[config.mk]
export PLATFORM = sky130hd
export DESIGN_NAME = branch_eval
export DESIGN_NICKNAME = d
export VERILOG_FILES = /design/src/logic/bd_pkg.sv /design/src/logic/branch_eval.sv
export SDC_FILE = /design/constraint.sdc
export NUM_CORES = 1
export LEC_CHECK = 0
export BUFFER_PORTS_ARGS = -buffer_cell sky130_fd_sc_hd__clkbuf_2
export CELL_PAD_IN_SITES_DETAIL_PLACEMENT = 0
export CELL_PAD_IN_SITES_GLOBAL_PLACEMENT = 1
export CORE_AREA = 2 2 159 161
export CTS_CLUSTER_DIAMETER = 30
export CTS_CLUSTER_SIZE = 25
export DETAILED_ROUTE_END_ITERATION = 8
export DIE_AREA = 0 0 161 163
export GPL_ROUTABILITY_DRIVEN = 0
export PLACE_DENSITY = 0.81
export SYNTH_ARGS = -nofsm -noshare
export SYNTH_HDL_FRONTEND = slang
export SYNTH_SLANG_ARGS = --single-unit
[constraint.sdc]
create_clock -name w_IssueFifoFire_1 -period 0.8 [get_ports w_IssueFifoFire_1]
set_clock_uncertainty 0.05 [all_clocks]
set_input_delay 0.12 -clock w_IssueFifoFire_1 [delete_from_list [all_inputs] [get_ports w_IssueFifoFire_1]]
set_output_delay 0.12 -clock w_IssueFifoFire_1 [all_outputs]
set_load 0.05 [all_outputs]
[src/logic/bd_pkg.sv]
package bd_pkg;

  localparam int MAX_SLOTS = 16;
  localparam int INST_W    = 115;
  localparam int OPND_W    = 32;
  localparam int SLOT_W    = $clog2(MAX_SLOTS);
  localparam int DEP_W     = 4;
  localparam int OPC_W     = 3;
  localparam int COND_W    = 2;

  // instruction field positions
  localparam int COND_LSB = 0;
  localparam int OPC_LSB  = 5;
  localparam int IMM_LSB  = 43;
  localparam int PC_LSB   = 75;
  localparam int DEPL_LSB = 107;
  localparam int DEPR_LSB = 111;

  typedef logic [INST_W-1:0]    inst_t;
  typedef logic [OPND_W-1:0]    opnd_t;
  typedef logic [SLOT_W-1:0]    slot_idx_t;
  typedef logic [MAX_SLOTS-1:0] slot_mask_t;
  typedef logic [DEP_W-1:0]     dep_tag_t;

  localparam logic [OPC_W-1:0] BJP_TYPE = 3'b101;
  // all ones means no producer in flight
  localparam dep_tag_t NO_DEP = '1;

  typedef enum logic [COND_W-1:0] {
    COND_EQ,
    COND_NE,
    COND_LT,
    COND_ALWAYS
  } br_cond_e;

  typedef enum logic [1:0] {
    SCAN_IDLE,
    SCAN_EMIT,
    SCAN_WAIT
  } scan_state_e;

  typedef inst_t [MAX_SLOTS-1:0] bundle_t;

  typedef struct packed {
    slot_idx_t first;
    slot_idx_t last;
    logic      has_branch;
    logic      final_seg;
    inst_t     br_inst;
  } seg_t;

  typedef struct packed {
    seg_t  seg;
    logic  taken;
    opnd_t target;
  } resolved_t;

endpackage
[src/logic/branch_eval.sv]
`timescale 1ns/1ps

module branch_eval (
  input  logic              w_IssueFifoFire_1,
  input  logic              rstn,
  input  logic              i_seg_valid,
  input  bd_pkg::seg_t      i_seg,
  input  bd_pkg::opnd_t     i_grf_opnd_l,
  input  bd_pkg::opnd_t     i_grf_opnd_r,
  input  bd_pkg::opnd_t     i_byp_opnd_l,
  input  bd_pkg::opnd_t     i_byp_opnd_r,
  output logic              o_res_valid,
  output bd_pkg::resolved_t o_res
);

  bd_pkg::inst_t     w_inst;
  bd_pkg::dep_tag_t  w_dep_l;
  bd_pkg::dep_tag_t  w_dep_r;
  bd_pkg::opnd_t     w_opnd_l;
  bd_pkg::opnd_t     w_opnd_r;
  bd_pkg::opnd_t     w_pc;
  bd_pkg::opnd_t     w_imm;
  bd_pkg::br_cond_e  w_cond;
  logic              w_cond_true;
  bd_pkg::resolved_t w_res;

  assign w_inst  = i_seg.br_inst;
  assign w_dep_l = w_inst[bd_pkg::DEPL_LSB +: bd_pkg::DEP_W];
  assign w_dep_r = w_inst[bd_pkg::DEPR_LSB +: bd_pkg::DEP_W];
  assign w_pc    = w_inst[bd_pkg::PC_LSB +: bd_pkg::OPND_W];
  assign w_imm   = w_inst[bd_pkg::IMM_LSB +: bd_pkg::OPND_W];
  assign w_cond  = bd_pkg::br_cond_e'(w_inst[bd_pkg::COND_LSB +: bd_pkg::COND_W]);

  // operand source by tag
  assign w_opnd_l = (w_dep_l == bd_pkg::NO_DEP) ? i_grf_opnd_l : i_byp_opnd_l;
  assign w_opnd_r = (w_dep_r == bd_pkg::NO_DEP) ? i_grf_opnd_r : i_byp_opnd_r;

  always_comb begin
    w_cond_true = 1'b0;
    case (w_cond)
      bd_pkg::COND_EQ:     w_cond_true = (w_opnd_l == w_opnd_r);
      bd_pkg::COND_NE:     w_cond_true = (w_opnd_l != w_opnd_r);
      bd_pkg::COND_LT:     w_cond_true = ($signed(w_opnd_l) < $signed(w_opnd_r));
      bd_pkg::COND_ALWAYS: w_cond_true = 1'b1;
    endcase
  end

  // tail segments never redirect
  assign w_res.seg    = i_seg;
  assign w_res.taken  = i_seg.has_branch & w_cond_true;
  assign w_res.target = w_pc + w_imm;

  always_ff @(posedge w_IssueFifoFire_1 or negedge rstn) begin
    if (!rstn) begin
      o_res_valid <= 1'b0;
    end else begin
      o_res_valid <= i_seg_valid;
    end
  end

  always_ff @(posedge w_IssueFifoFire_1) begin
    if (i_seg_valid) begin
      o_res <= w_res;
    end
  end

endmodule

==> impl_metrics.json <==
{
  "status": "finished with violations",
  "violations": "hold timing, setup timing",
  "yosysTopAreaCell": "edfxtp_1",
  "antenna_found_initial": 3,
  "p_leak_nw": 7.289,
  "die_x_um": 161,
  "worstPathArrival_ns": 2.45,
  "synth_cell_type_count": 56,
  "final_nets": 1602,
  "ys_warn_count": 0,
  "drive_gt1_share_pct": 58.58,
  "hold_ws_ns": -0.1885,
  "die_h_um": 163,
  "clk_path_buf_depth": 2,
  "dp_hpwl_um": 22080,
  "crit_required_ns": 1.05,
  "wl_um": 38020,
  "clock_sinks": 159,
  "synthTopCellsByArea": "edfxtp_1 (59%), ha_1 (9.8%), mux2_2 (4.5%)",
  "min_path_type": "in2reg",
  "drt_iter0_markers": 609,
  "crit_fanout": 27,
  "crit_path_end_kind": "flop",
  "layout_common_cells": "clkbuf_2 (237), edfxtp_1 (158), buf_4 (146), dlygate4sd3_1 (124), buf_8 (89)",
  "rsz0062_at_grt": "true",
  "netlist_area_um2": 8005,
  "io_buffers": 414,
  "hold_viol": 3,
  "coreArea_um2": 24670,
  "grt_max_degree": 37,
  "crit_type": "in2reg",
  "setup_tns_ns": -92.37,
  "grt_pass1_wl_um": 48540,
  "synth_ff_type": "edfxtp_1",
  "cap_viol_max_count": 0,
  "setup_viol": 192,
  "cts_root_buffer": "clkbuf_16",
  "firstDrtPassIters": 5,
  "vias": 8368,
  "worst_slack_ns": -1.398,
  "finalWorstPathRequiredPeriod_ns": 2.198,
  "grt_pass1_vias": 8440,
  "vdd.ir_drop.worst_mv": 1.361,
  "via_per_inst": 5.150,
  "pre_cts_ws_ns": -1.867,
  "drv_slew": 0,
  "track_usage_pct": 24.61,
  "cts_buffers": 17,
  "h-tree-depth": 4,
  "wl_per_cell_um": 23.40,
  "start_util_pct": 32.44,
  "final_common_cell": "clkbuf_2",
  "ys_ff_latch": 159,
  "yosysSeqAreaShare_pct": 59.58,
  "async_flop_share_pct": 0.6289,
  "rows": 58,
  "powerDensity_nw_per_um2": 1875,
  "max_freq_ghz": 0.4550,
  "area_growth_pct": 101.3,
  "cts_tree": "built",
  "worst-slew-pin-transition_ns": 0.3982,
  "clk_pin_slew_ns": 0.09,
  "synth_edf_count": 158,
  "gr-total-overflow": 0,
  "crit_path_start_kind": "primary input",
  "min_period_over_period_pct": 274.7,
  "postSynthAreaPerCell_um2": 14.00,
  "final_antenna_net_count": 0,
  "synthesis.nets": 892,
  "dieArea_um2": 26240,
  "pin_count": 415,
  "relSlewSlack_pct": 73.36,
  "synthCells": 572,
  "drc": 0,
  "synth_top_area_share_pct": 59.27
}
==> timing repair <==
item	CTS	global route
hold buffers	124	1
setup buffers	12	20
pin swaps	33	38
resized for setup	373	160
endpoints found under the hold margin	129	6
endpoints found under the setup margin	190	193
==> metrics by stage <==
stage | utilization, % | hold slack, ns | total power (W) | std cells | instance area [um2]
after global routing | 65.30 | -0.1930 | 0.03098 | 1625 | 16110
final | 65.30 | -0.1885 | 0.03021 | 1625 | 16110
after CTS | 63.25 | -0.1844 | 0.02885 | 1609 | 15610
after floorplan | - | -0.2256 | 0.01538 | 572 | 8412
after global placement | 48.59 | -0.1555 | 0.01849 | 1443 | 11990
after detailed placement | 48.59 | -0.1542 | 0.01858 | 1443 | 11990
==> kinds of logic (layout without fill, tap and decap cells) <==
family / after synthesis / after routing / synth area share [%]
DFF: 159 / 159 / 59.58
AOI/OAI and AO/OA: 133 / 133 / 11.03
and+or+nand+nor: 92 / 92 / 6.080
muxes: 66 / 66 / 8.753
adders and majority gates: 64 / 64 / 10.10
buffers and inverters: 32 / 754 / 1.610
xor gates and xnor gates: 26 / 26 / 2.845
other: 0 / 1 / 0
==> cell type report <==
class	instances	area, um2
clock inverters	14	150.1
inverters	15	56.30
clock buffers	17	425.4
diodes	1	2.502
well taps	330	412.9
repair buffers	708	6377
flip-flops and latches	159	4770
fillers	1708	8561
multi-input cells	381	3919
==> report_power, final <==
part	internal, W	leakage (nW)	switching [W]
clock	0.00441	0.274	0.00401
combinational	0.00508	5.46	0.00601
sequential	0.0101	1.56	0.000565
total	0.0196	7.29	0.0106
==> sequential cells by signal, summed over array words and instances, names as in the netlist <==
name         cells
o_res_valid      1
o_res          158
==> Yosys cell counts, drive strengths merged (3+ instances only) <==
master / n
o21a: 9
o21ai: 22
nor2: 17
mux2: 32
o22ai: 3
nand4: 14
or2: 3
a211o: 3
xor2: 7
nand2: 22
a31oi: 3
o2111ai: 3
edfxtp: 158
o211ai: 5
clkbuf: 8
inv: 15
nor3: 5
buf: 9
o21bai: 4
nor3b: 3
a21o: 22
nand3: 9
xnor2: 19
and2: 3
ha: 63
a21oi: 36
a41oi: 3
a211oi: 7
mux2i: 34
==> worst max-delay path: stages <==
cell and delay, ns:
clkbuf_2 0.10, nand4_1 0.15, buf_12 0.21, buf_6 0.13, mux2_4 0.30, ha_4 0.21
a21o_1 0.15, a21o_1 0.15, a211o_1 0.25, o211ai_1 0.10, a41oi_2 0.15, or3_1 0.32
nand3_1 0.08
==> worst paths after layout <==
check                           start           to  slack (ns)  depth (start not counted)
hold / removal              i_seg[75]   o_res[108]       -0.19                          1
setup / recovery           i_seg[109]    o_res[32]       -1.40                         13
min in group asynchronous        rstn  o_res_valid        0.53                          3
max in group asynchronous        rstn  o_res_valid        0.06                          3
==> metal layers <==
layer	track usage [%]	vias up	part of all wire, %
li1	-	3675	-
met1	25.69	3978	33
met2	46.39	567	52
met3	6.672	144	8.7
met4	10.47	4	6.4
met5	0	-	0.071
No activity file was read; power rests on OpenSTA's default activity.
